## src/design/beat_pkg.sv

```systemverilog
package beat_pkg;

    //////////////////////////////////////////////////
    // Basic types

    typedef logic [11:0] coord_t;
    typedef logic [13:0] depth_t;
    typedef logic [17:0] game_time_t;

    typedef enum logic [1:0] {
        DIR_UP,
        DIR_DOWN,
        DIR_LEFT,
        DIR_RIGHT
    } dir_e;

    typedef enum logic [1:0] {
        ST_IDLE,
        ST_PLAYING,
        ST_WON,
        ST_LOST
    } game_state_e;

    // Saber tip from the tracker
    typedef struct packed {
        coord_t x;
        coord_t y;
        depth_t z;
    } hand_pos_t;

    typedef struct packed {
        coord_t     x;
        coord_t     y;
        game_time_t arrive;
        logic       color;
        dir_e       dir;
        logic [7:0] id;
    } chart_entry_t;

    typedef struct packed {
        logic         valid;
        chart_entry_t entry;
        depth_t       depth;
    } slot_t;

    typedef struct packed {
        logic       sliced;
        logic       missed;
        logic [7:0] id;
    } game_event_t;

    typedef struct packed {
        game_state_e state;
        logic [11:0] score;
        logic [3:0]  health;
        logic [2:0]  combo;
        game_time_t  game_time;
    } game_status_t;

    //////////////////////////////////////////////////
    // Chart and scoring

    localparam int CHART_LEN = 6;

    // Arrivals four ticks apart, so at most three blocks on screen
    localparam chart_entry_t CHART [CHART_LEN] = '{
        '{12'd120, 12'd200, 18'd10, 1'b0, DIR_DOWN,  8'd1},
        '{12'd320, 12'd160, 18'd14, 1'b1, DIR_RIGHT, 8'd2},
        '{12'd200, 12'd260, 18'd18, 1'b0, DIR_UP,    8'd3},
        '{12'd400, 12'd220, 18'd22, 1'b1, DIR_LEFT,  8'd4},
        '{12'd160, 12'd120, 18'd26, 1'b0, DIR_DOWN,  8'd5},
        '{12'd360, 12'd300, 18'd30, 1'b1, DIR_RIGHT, 8'd6}
    };

    localparam int POINTS_PER_HIT = 10;
    localparam int COMBO_MAX      = 7;
    localparam int MULT_CAP       = 4;
    localparam int HEALTH_MAX     = 3;

endpackage

```

## src/design/hand_sample_port.sv

```systemverilog
`timescale 1ns/1ns

module hand_sample_port (
    input  logic                clk_in,
    input  logic                rst_in,
    input  logic                hand_req,
    input  beat_pkg::hand_pos_t hand,
    output logic                hand_ack,
    input  logic                ready,
    output logic                swing_valid,
    output beat_pkg::hand_pos_t curr,
    output beat_pkg::hand_pos_t prev
);

    typedef enum logic {
        HS_WAIT,
        HS_ACK
    } hs_state_e;

    hs_state_e state;
    logic      primed;
    logic      capture;

    // Accept only while the detector is idle
    assign capture  = (state == HS_WAIT) && hand_req && ready;
    assign hand_ack = (state == HS_ACK);

    always_ff @(posedge clk_in) begin
        if (rst_in) begin
            state       <= HS_WAIT;
            primed      <= 1'b0;
            swing_valid <= 1'b0;
        end else begin
            swing_valid <= capture;
            case (state)
                HS_WAIT: if (capture) begin
                    state  <= HS_ACK;
                    primed <= 1'b1;
                end
                HS_ACK: if (!hand_req) begin
                    state <= HS_WAIT;
                end
                default: state <= HS_WAIT;
            endcase
        end
    end

    // Saber history, first sample has no swing
    always_ff @(posedge clk_in) begin
        if (capture) begin
            curr <= hand;
            prev <= primed ? curr : hand;
        end
    end

endmodule

```

## src/design/game_state.sv

```systemverilog
`timescale 1ns/1ns

module game_state #(
    parameter int TICK_DIV = 16
) (
    input  logic                   clk_in,
    input  logic                   rst_in,
    input  logic                   start,
    input  beat_pkg::game_event_t  evt,
    output logic                   tick,
    output beat_pkg::game_status_t status
);
    import beat_pkg::*;

    localparam int DIV_W = $clog2(TICK_DIV);

    // Game is won one tick after the last block arrives
    localparam game_time_t WIN_TIME = CHART[CHART_LEN-1].arrive + 18'd1;

    logic [DIV_W-1:0] div_cnt;
    logic [3:0]       mult;
    logic [11:0]      gain;

    // Multiplier uses the combo before the hit
    always_comb begin
        if ({1'b0, status.combo} + 4'd1 < 4'(MULT_CAP)) begin
            mult = {1'b0, status.combo} + 4'd1;
        end else begin
            mult = 4'(MULT_CAP);
        end
        gain = 12'(POINTS_PER_HIT) * {8'd0, mult};
    end

    always_ff @(posedge clk_in) begin
        if (rst_in) begin
            status.state     <= ST_IDLE;
            status.score     <= '0;
            status.health    <= 4'(HEALTH_MAX);
            status.combo     <= '0;
            status.game_time <= '0;
            div_cnt          <= '0;
            tick             <= 1'b0;
        end else begin
            tick <= 1'b0;
            case (status.state)
                ST_IDLE: if (start) begin
                    status.state     <= ST_PLAYING;
                    status.game_time <= '0;
                    div_cnt          <= '0;
                end
                ST_PLAYING: begin
                    // Tick divider and game clock
                    if (div_cnt == DIV_W'(TICK_DIV - 1)) begin
                        div_cnt          <= '0;
                        tick             <= 1'b1;
                        status.game_time <= status.game_time + 18'd1;
                    end else begin
                        div_cnt <= div_cnt + 1'b1;
                    end

                    if (status.game_time >= WIN_TIME && status.health != '0) begin
                        status.state <= ST_WON;
                    end

                    // Miss takes priority, a loss overrides a win
                    if (evt.missed) begin
                        status.combo  <= '0;
                        status.health <= status.health - 4'd1;
                        if (status.health <= 4'd1) begin
                            status.state <= ST_LOST;
                        end
                    end else if (evt.sliced) begin
                        status.score <= status.score + gain;
                        if (status.combo != 3'(COMBO_MAX)) begin
                            status.combo <= status.combo + 3'd1;
                        end
                    end
                end
                default: ;
            endcase
        end
    end

endmodule

```

## src/design/block_positions.sv

```systemverilog
`timescale 1ns/1ns

module block_positions #(
    parameter int APPROACH  = 8,
    parameter int NUM_SLOTS = 4
) (
    input  logic                                   clk_in,
    input  logic                                   rst_in,
    input  logic                                   tick,
    input  beat_pkg::game_status_t                 status,
    input  logic                                   cut,
    input  logic [$clog2(NUM_SLOTS)-1:0]           cut_slot,
    output beat_pkg::slot_t [NUM_SLOTS-1:0]        slots,
    output logic                                   missed,
    output logic [7:0]                             missed_id
);
    import beat_pkg::*;

    localparam int IDX_W = $clog2(NUM_SLOTS);
    localparam int PTR_W = $clog2(CHART_LEN + 1);

    logic [PTR_W-1:0] ptr;
    logic             load_due;
    logic             free_found;
    logic [IDX_W-1:0] free_idx;
    logic             cut_ok;
    depth_t           new_depth [NUM_SLOTS];

    // A miss in the same cycle cancels the cut
    assign cut_ok = cut && !missed;

    assign load_due = (ptr < PTR_W'(CHART_LEN)) &&
                      (CHART[ptr].arrive == status.game_time + game_time_t'(APPROACH));

    // Lowest free slot
    always_comb begin
        free_found = 1'b0;
        free_idx   = '0;
        for (int i = NUM_SLOTS - 1; i >= 0; i--) begin
            if (!slots[i].valid) begin
                free_found = 1'b1;
                free_idx   = IDX_W'(i);
            end
        end
    end

    always_comb begin
        for (int i = 0; i < NUM_SLOTS; i++) begin
            new_depth[i] = depth_t'(slots[i].entry.arrive - status.game_time);
        end
    end

    always_ff @(posedge clk_in) begin
        if (rst_in) begin
            for (int i = 0; i < NUM_SLOTS; i++) begin
                slots[i].valid <= 1'b0;
            end
            ptr    <= '0;
            missed <= 1'b0;
        end else begin
            missed <= 1'b0;
            if (tick) begin
                // Approach and retire
                for (int i = 0; i < NUM_SLOTS; i++) begin
                    if (slots[i].valid) begin
                        slots[i].depth <= new_depth[i];
                        if (new_depth[i] == '0 && !(cut_ok && cut_slot == IDX_W'(i))) begin
                            slots[i].valid <= 1'b0;
                            missed         <= 1'b1;
                            missed_id      <= slots[i].entry.id;
                        end
                    end
                end
                // Next chart entry enters the track
                if (load_due) begin
                    ptr <= ptr + 1'b1;
                    if (free_found) begin
                        slots[free_idx] <= '{valid: 1'b1, entry: CHART[ptr],
                                             depth: depth_t'(APPROACH)};
                    end
                end
            end
            if (cut_ok) begin
                slots[cut_slot].valid <= 1'b0;
            end
        end
    end

endmodule

```

## src/design/slice_detector.sv

```systemverilog
`timescale 1ns/1ns

module slice_detector #(
    parameter int NUM_SLOTS  = 4,
    parameter int HIT_RADIUS = 24,
    parameter int HIT_DEPTH  = 3,
    parameter int MIN_SWING  = 8
) (
    input  logic                            clk_in,
    input  logic                            rst_in,
    input  logic                            swing_valid,
    input  beat_pkg::hand_pos_t             curr,
    input  beat_pkg::hand_pos_t             prev,
    input  beat_pkg::slot_t [NUM_SLOTS-1:0] slots,
    output logic                            ready,
    output logic                            cut,
    output logic [$clog2(NUM_SLOTS)-1:0]    cut_slot,
    output logic [7:0]                      cut_id
);
    import beat_pkg::*;

    localparam int IDX_W = $clog2(NUM_SLOTS);

    logic             busy;
    logic [IDX_W-1:0] idx;
    dir_e             swing_dir;
    dir_e             dir_now;
    coord_t           dx_mag, dy_mag, swing_mag;
    logic             swing_ok;
    slot_t            s;
    coord_t           ex, ey;
    logic             hit;

    //////////////////////////////////////////////////
    // Swing direction, dominant axis wins

    always_comb begin
        dx_mag = (curr.x > prev.x) ? curr.x - prev.x : prev.x - curr.x;
        dy_mag = (curr.y > prev.y) ? curr.y - prev.y : prev.y - curr.y;
        if (dx_mag >= dy_mag) begin
            swing_mag = dx_mag;
            dir_now   = (curr.x > prev.x) ? DIR_RIGHT : DIR_LEFT;
        end else begin
            swing_mag = dy_mag;
            dir_now   = (curr.y > prev.y) ? DIR_DOWN : DIR_UP;
        end
        swing_ok = swing_mag >= coord_t'(MIN_SWING);
    end

    // Hit test on the slot under scan
    always_comb begin
        s   = slots[idx];
        ex  = (curr.x > s.entry.x) ? curr.x - s.entry.x : s.entry.x - curr.x;
        ey  = (curr.y > s.entry.y) ? curr.y - s.entry.y : s.entry.y - curr.y;
        hit = s.valid && (s.depth != '0) && (s.depth <= depth_t'(HIT_DEPTH)) &&
              (ex <= coord_t'(HIT_RADIUS)) && (ey <= coord_t'(HIT_RADIUS)) &&
              (s.entry.dir == swing_dir);
    end

    assign ready = !busy;

    always_ff @(posedge clk_in) begin
        if (rst_in) begin
            busy <= 1'b0;
            idx  <= '0;
            cut  <= 1'b0;
        end else begin
            cut <= 1'b0;
            if (!busy) begin
                if (swing_valid && swing_ok) begin
                    busy      <= 1'b1;
                    idx       <= '0;
                    swing_dir <= dir_now;
                end
            end else if (hit) begin
                // First match ends the scan
                cut      <= 1'b1;
                cut_slot <= idx;
                cut_id   <= s.entry.id;
                busy     <= 1'b0;
            end else if (idx == IDX_W'(NUM_SLOTS - 1)) begin
                busy <= 1'b0;
            end else begin
                idx <= idx + 1'b1;
            end
        end
    end

endmodule

```

## src/design/beat_top.sv

```systemverilog
`timescale 1ns/1ns

module beat_top #(
    parameter int TICK_DIV   = 16,
    parameter int APPROACH   = 8,
    parameter int NUM_SLOTS  = 4,
    parameter int HIT_RADIUS = 24,
    parameter int HIT_DEPTH  = 3,
    parameter int MIN_SWING  = 8
) (
    input  logic                   clk_in,
    input  logic                   rst_in,
    input  logic                   start,
    input  logic                   hand_req,
    input  beat_pkg::hand_pos_t    hand,
    output logic                   hand_ack,
    output beat_pkg::game_event_t  event_out,
    output beat_pkg::game_status_t status
);
    import beat_pkg::*;

    localparam int IDX_W = $clog2(NUM_SLOTS);

    logic                    tick;
    slot_t [NUM_SLOTS-1:0]   slots;
    logic                    swing_valid;
    hand_pos_t               curr, prev;
    logic                    ready;
    logic                    cut;
    logic [IDX_W-1:0]        cut_slot;
    logic [7:0]              cut_id;
    logic                    missed;
    logic [7:0]              missed_id;

    hand_sample_port i_hand_port (
        .clk_in, .rst_in, .hand_req, .hand, .hand_ack,
        .ready, .swing_valid, .curr, .prev
    );

    game_state #(.TICK_DIV(TICK_DIV)) i_game_state (
        .clk_in, .rst_in, .start, .evt(event_out), .tick, .status
    );

    block_positions #(.APPROACH(APPROACH), .NUM_SLOTS(NUM_SLOTS)) i_blocks (
        .clk_in, .rst_in, .tick, .status, .cut, .cut_slot,
        .slots, .missed, .missed_id
    );

    slice_detector #(
        .NUM_SLOTS(NUM_SLOTS), .HIT_RADIUS(HIT_RADIUS),
        .HIT_DEPTH(HIT_DEPTH), .MIN_SWING(MIN_SWING)
    ) i_slicer (
        .clk_in, .rst_in, .swing_valid, .curr, .prev, .slots,
        .ready, .cut, .cut_slot, .cut_id
    );

    // Miss wins over a cut in the same cycle
    always_comb begin
        event_out = '0;
        if (missed) begin
            event_out.missed = 1'b1;
            event_out.id     = missed_id;
        end else if (cut) begin
            event_out.sliced = 1'b1;
            event_out.id     = cut_id;
        end
    end

endmodule

```

## config.mk

```make
export PLATFORM = sky130hd
export DESIGN_NAME = beat_top
export DESIGN_NICKNAME = d
export VERILOG_FILES = /design/src/design/beat_pkg.sv /design/src/design/hand_sample_port.sv /design/src/design/game_state.sv /design/src/design/block_positions.sv /design/src/design/slice_detector.sv /design/src/design/beat_top.sv
export SDC_FILE = /design/constraint.sdc
export NUM_CORES = 1
export LEC_CHECK = 0
export BUFFER_PORTS_ARGS = -buffer_cell sky130_fd_sc_hd__buf_2
export CORE_ASPECT_RATIO = 1.5
export CORE_MARGIN = 5
export CORE_UTILIZATION = 60
export DETAILED_ROUTE_END_ITERATION = 8
export PLACE_DENSITY = 0.78
export SLEW_MARGIN = 15
export SYNTH_ARGS = -nofsm -noshare
export SYNTH_HDL_FRONTEND = slang
export SYNTH_HIERARCHICAL = 1
export SYNTH_SLANG_ARGS = --single-unit
```

## constraint.sdc

```tcl
create_clock -name clk_in -period 16.4 [get_ports clk_in]
set_input_delay 2.46 -clock clk_in [delete_from_list [all_inputs] [get_ports clk_in]]
set_output_delay 2.46 -clock clk_in [all_outputs]
set_load 0.01 [all_outputs]
```

# Yosys cells after proc, flatten, opt, wreduce, memory -nomap -nowiden
# Memories as Yosys holds them, arrays and structs flattened.
# Cells that the tools add are included.
totals:
  ff_bits: 409
  rom_bits: 424
  in_bits: 42
  output_inout_bits: 50
  wordCells: 280
  n_memories: 1
mem_list:
  columns: ["memory", "depth", "word_bits", "rd", "rd_clocked_by_memory_dff", "write_ports", "line", "rtl"]
  rows:
  - ["(name not given)", 8, 53, 1, 0, 0, "block_positions.sv:33", "(CHART[ptr].arrive == status.game_time + game_time_t'(APPROACH));"]
op_classes:
  addsub: 21
  multipliers: 1
  magnitude_cmp: 19
  eq_ne: 13
  mux: 109
  bitwise: 7
  reduce_logical: 53
op_table:
  columns: ["op", "n"]
  rows:
  - ["2-to-1 mux 272 bit", 5]
  - ["bitwise mux 272 bit", 2]
  - ["demux 68 bit (select 2 bit)", 2]
  - ["2-to-1 mux 68 bit", 3]
  - ["2-to-1 mux 14 bit", 12]
  - ["binary-select mux 68 bit (select 2 bit)", 1]
  - ["2-to-1 mux 53 bit", 2]
  - ["subtractor 12 bit", 8]
  - ["2-to-1 mux 8 bit", 10]
  - ["2-to-1 mux 12 bit", 5]
  - ["zero test 14 bit", 4]
  - ["subtractor 14 bit", 4]
  - ["> comparator 12 bit", 4]
  - ["2-to-1 mux 1 bit", 41]
  - ["2-to-1 mux 38 bit", 1]
  - ["2-to-1 mux 18 bit", 2]
  - ["one-hot mux 18 bit (2 select lines)", 1]
  - ["2-to-1 mux 2 bit", 13]
  - ["less-or-equal comparator 12 x 5 -> 1 bit, second input constant", 2]
  - ["logical AND 1 bit", 21]
  - ["adder 18 x 1 -> 18 bit, second input constant", 1]
  - ["adder 18 x 4 -> 18 bit, second input constant", 1]
  - ["== test 18 bit", 1]
  - [">= comparator 18 x 5 -> 1 bit, second input constant", 1]
  - ["other kinds (38)", 76]

# Logic depth before layout (Yosys ltp)
depth:
  depth_word: 16
  ltp_mapped: 21
  mapped_depth_nobuf: 21

# By module
# The synthesis kept the hierarchy.
by_module_without_submodules:
  columns: ["module", "n_inst", "cells_each", "area_per_inst_um2", "seq_area_each_um2"]
  rows:
  - ["block_positions", 1, 1130, 13658.1, 7967.6]
  - ["slice_detector", 1, 750, 6135.9, 440.4]
  - ["hand_sample_port", 1, 128, 2876.5, 2342.2]
  - ["game_state", 1, 275, 2407.3, 860.8]
  - ["beat_top", 1, 16, 115.1, 0.0]

# Worst setup path before layout
# No wires, ideal clock.
synth_timing:
  path_kind: "input-to-reg"
  from: "input port rst_in"
  to: "register (tool-made name)"
  setup_time_ns: 0.657
  t_arrival_ns: 8.771
  required_time_ns: 15.743
  slack_ns: 6.973
  path_stages: 3
  n_path_buf: 1
  path_cell_list: "or2_2 > clkbuf_1 > a41oi_1"
synth_lines:
  columns: ["element", "line", "rtl"]
  rows:
  - ["start, declared", "beat_top.sv:12", "input logic rst_in,"]

# Worst setup path in the final report
layout_timing:
  from: "register i_slicer.idx[0]"
  to: "register i_slicer.cut_id[2] (enable)"
layout_via:
  elab_chain_cells: 9
  elab_cells_between_ends: 21
  classes_between: "add/sub: 4; order compare: 5; eq/ne: 1; mux: 4; reduce/logical: 7"
layout_rtl:
  columns: ["element", "line", "rtl"]
  rows:
  - ["start, declared", "slice_detector.sv:25", "logic [IDX_W-1:0] idx;"]
  - ["start signal, assigned", "slice_detector.sv:84", "idx <= idx + 1'b1;"]
  - ["binary-select mux 68 bit (select 2 bit) (*)", "slice_detector.sv:52", "s = slots[idx];"]
  - ["2-to-1 mux 68 bit (implied by the code) (*)", "slice_detector.sv:52", null]
  - ["subtractor 12 bit, or another cell as far along", "slice_detector.sv:53", "ex = (curr.x > s.entry.x) ? curr.x - s.entry.x : s.entry.x - curr.x;"]
  - ["2-to-1 mux 12 bit or logical AND 1 bit (tied branches)", "slice_detector.sv:53, slice_detector.sv:55", null]
  - ["less-or-equal comparator 12 x 5 -> 1 bit or logical AND 1 bit (tied branches)", "slice_detector.sv:56, slice_detector.sv:55", null]
  - ["logical AND 1 bit", "slice_detector.sv:55", "hit = s.valid && (s.depth != '0) && (s.depth <= depth_t'(HIT_DEPTH)) &&"]
  - ["logical AND 1 bit", "slice_detector.sv:56", "(ex <= coord_t'(HIT_RADIUS)) && (ey <= coord_t'(HIT_RADIUS)) &&"]
  - ["logical AND 1 bit (*)", "slice_detector.sv:56", null]
  - ["AND reduction 3 bit (no source line) (*)", null, null]
  - ["end signal, assigned", "slice_detector.sv:79", "cut_id <= s.entry.id;"]
  - ["end, declared", "slice_detector.sv:18", "output logic [7:0] cut_id"]
# Mark *: on every way between the ends. The rest lies on a longest branch, timed or not. The select of a mux whose other input is x is not followed.
# A chain may end at the register's enable or synchronous reset.

==> metrics.cfg <==
[placement]
gp_congestion = 0.921
io_buffers = 76
place_area_mm2 = 0.0242
place_hpwl_mm = 41.0
dp_slack_ps = 10630

[finish]
nFillCells = 2925
synthToLayoutAreaGrowth_pct = 8.53
final_cell_mix = 304 x edfxtp_1, 182 x ha_1, 169 x nor2_1, 157 x inv_1, 115 x and2_1
finalNetCount = 2486
drive_gt1_share_pct = 12.0
stdcell_area_mm2 = 0.0255
final_common_cell = edfxtp_1
post-route-util_pct = 66.1
diodes = 0

[clocking]
cts_root_buf = clkbuf_16
postCtsSetupBuffers = 0
cts_tree = built
cts_buffer_depth = 3
cts_sinks = 362
cts_resized = 0
insertion_delay_ps = 550
hold_buffers = 0
cts_buffers = 37
clk_pin_slew_ps = 70
htree_levels = 2

[critical_path]
end_kind = register
start_kind = register
cp.required_ps = 16630
criticalPathCategory = reg2reg
cpPeakStageDelay_ps = 760
worst_path_max_delay_cell = a2111oi_0
cp_max_fo = 42
crit_path_frequent_cell = buf_4
crit_chain = buf_4 -> mux4_2 -> ha_1 -> a21oi_1 -> o22a_1 -> o211ai_2 -> o21ai_1 -> mux2i_1 -> xnor2_1 -> a2111oi_0 -> nand4_1 -> nor3_1 -> buf_4
arrival_ps = 6090

[timing]
fmax_ghz = 0.171
slew_headroom_pct = 29.3
setup_viol_count_final = 0
finalCritPeriodShare_pct = 35.7
slew_viol_final = 0
clock_skew_ps = 27.7
finalWorstSetupSlack_ps = 10550
rsz0062_at_grt = no
tns_ps = 0
worst_pin_slew_ps = 1060
hold_viol = 0
fin_crit_ps = 5850

[yosys]
synthCells = 2213
synth_area_per_cell_um2 = 10.6
yosysWarnings = 6
netlist_area_mm2 = 0.0235

[die]
dieArea_mm2 = 0.0433
ios = 92
rows = 88
start_util_pct = 60.9
core_region_area_mm2 = 0.0386
die_w_um = 172
die_h_um = 253

[hold_path]
min_path_type = reg2reg

[grt]
grt_pass1_wl_mm = 89.5
grt_usage_pct = 25.8
antenna_found_initial = 0
grt-ovfl-total = 0
grt_start_max_net_pins = 67
first_global_vias = 17444

[drt]
wirelength_mm = 56.9
drt_iter0_markers = 1365
vias_per_cell = 6.28
drt-wirelength-per-cell_um = 20.5
drt-pass1-iter-count = 5
route.detailed.drc = 0
vias = 17456
antenna_left = 0

[power]
p_per_area_mw_per_mm2 = 87.8
vdd_drop_max_uv = 108
leakagePower_nw = 9.79

[run]
cap_viol_max_count = 0

[status]
status = complete, no violations

==> report_power, final <==
part | total [mW] | switching (mW) | internal (mW)
Combinational | 0.319 | 0.190 | 0.129
Sequential | 1.01 | 0.0103 | 1.00
Clock | 0.911 | 0.370 | 0.541
==> worst paths after layout <==
path,start,to,slack (ps),depth (start not counted)
setup / recovery,i_slicer/idx[0]$_SDFFE_PP0P_,i_slicer/cut_id[2]$_DFFE_PP_,10550,13
hold / removal,i_game_state/status[26]$_SDFFE_PP0P_,i_game_state/status[26]$_SDFFE_PP0P_,490,2
setup reg to reg,i_slicer/idx[0]$_SDFFE_PP0P_,i_slicer/cut_id[2]$_DFFE_PP_,10550,13
hold reg to reg,i_game_state/status[26]$_SDFFE_PP0P_,i_game_state/status[26]$_SDFFE_PP0P_,490,2
==> metrics by stage <==
step / cells / hold slack [ps] / power, mW
floorplan: 2214 / 432 / 1.27
global placement: 2710 / 466 / 1.34
detailed placement: 2710 / 483 / 1.34
CTS: 2778 / 493 / 2.26
global route: 2778 / 524 / 2.33
finish: 2778 / 488 / 2.24
==> cell type report <==
type                       instances  area, µm²  area share [%]
multi-input combinational       1597      12200            47.6
timing repair buffer              98        546            2.14
sequential                       362      10300            40.3
tap                              495        619            2.43
inverter                         158        593            2.32
clock inverter                    26        309            1.21
clock buffer                      42       1010            3.95
==> critical path: cells and delay by family (launching register included) <==
kind / cells / cell delay, ps
AOI/OAI and AO/OA: 5 / 2140
xor gates and xnor gates: 1 / 110
adders and majority gates: 1 / 400
buffers and inverters: 2 / 900
DFF: 1 / 310
muxes: 2 / 960
and+or+nand+nor: 2 / 690
==> layer usage <==
metal	part of all wire [%]	vias to the layer above	track usage, %	wire [µm]
met5	0	-	0	0
met4	5.1	0	12.2	2910
met3	4.7	152	3.00	2660
met2	53	521	47.9	30100
met1	37	8535	29.1	21300
li1	-	8248	-	-
No activity file was read; power rests on OpenSTA's default activity.
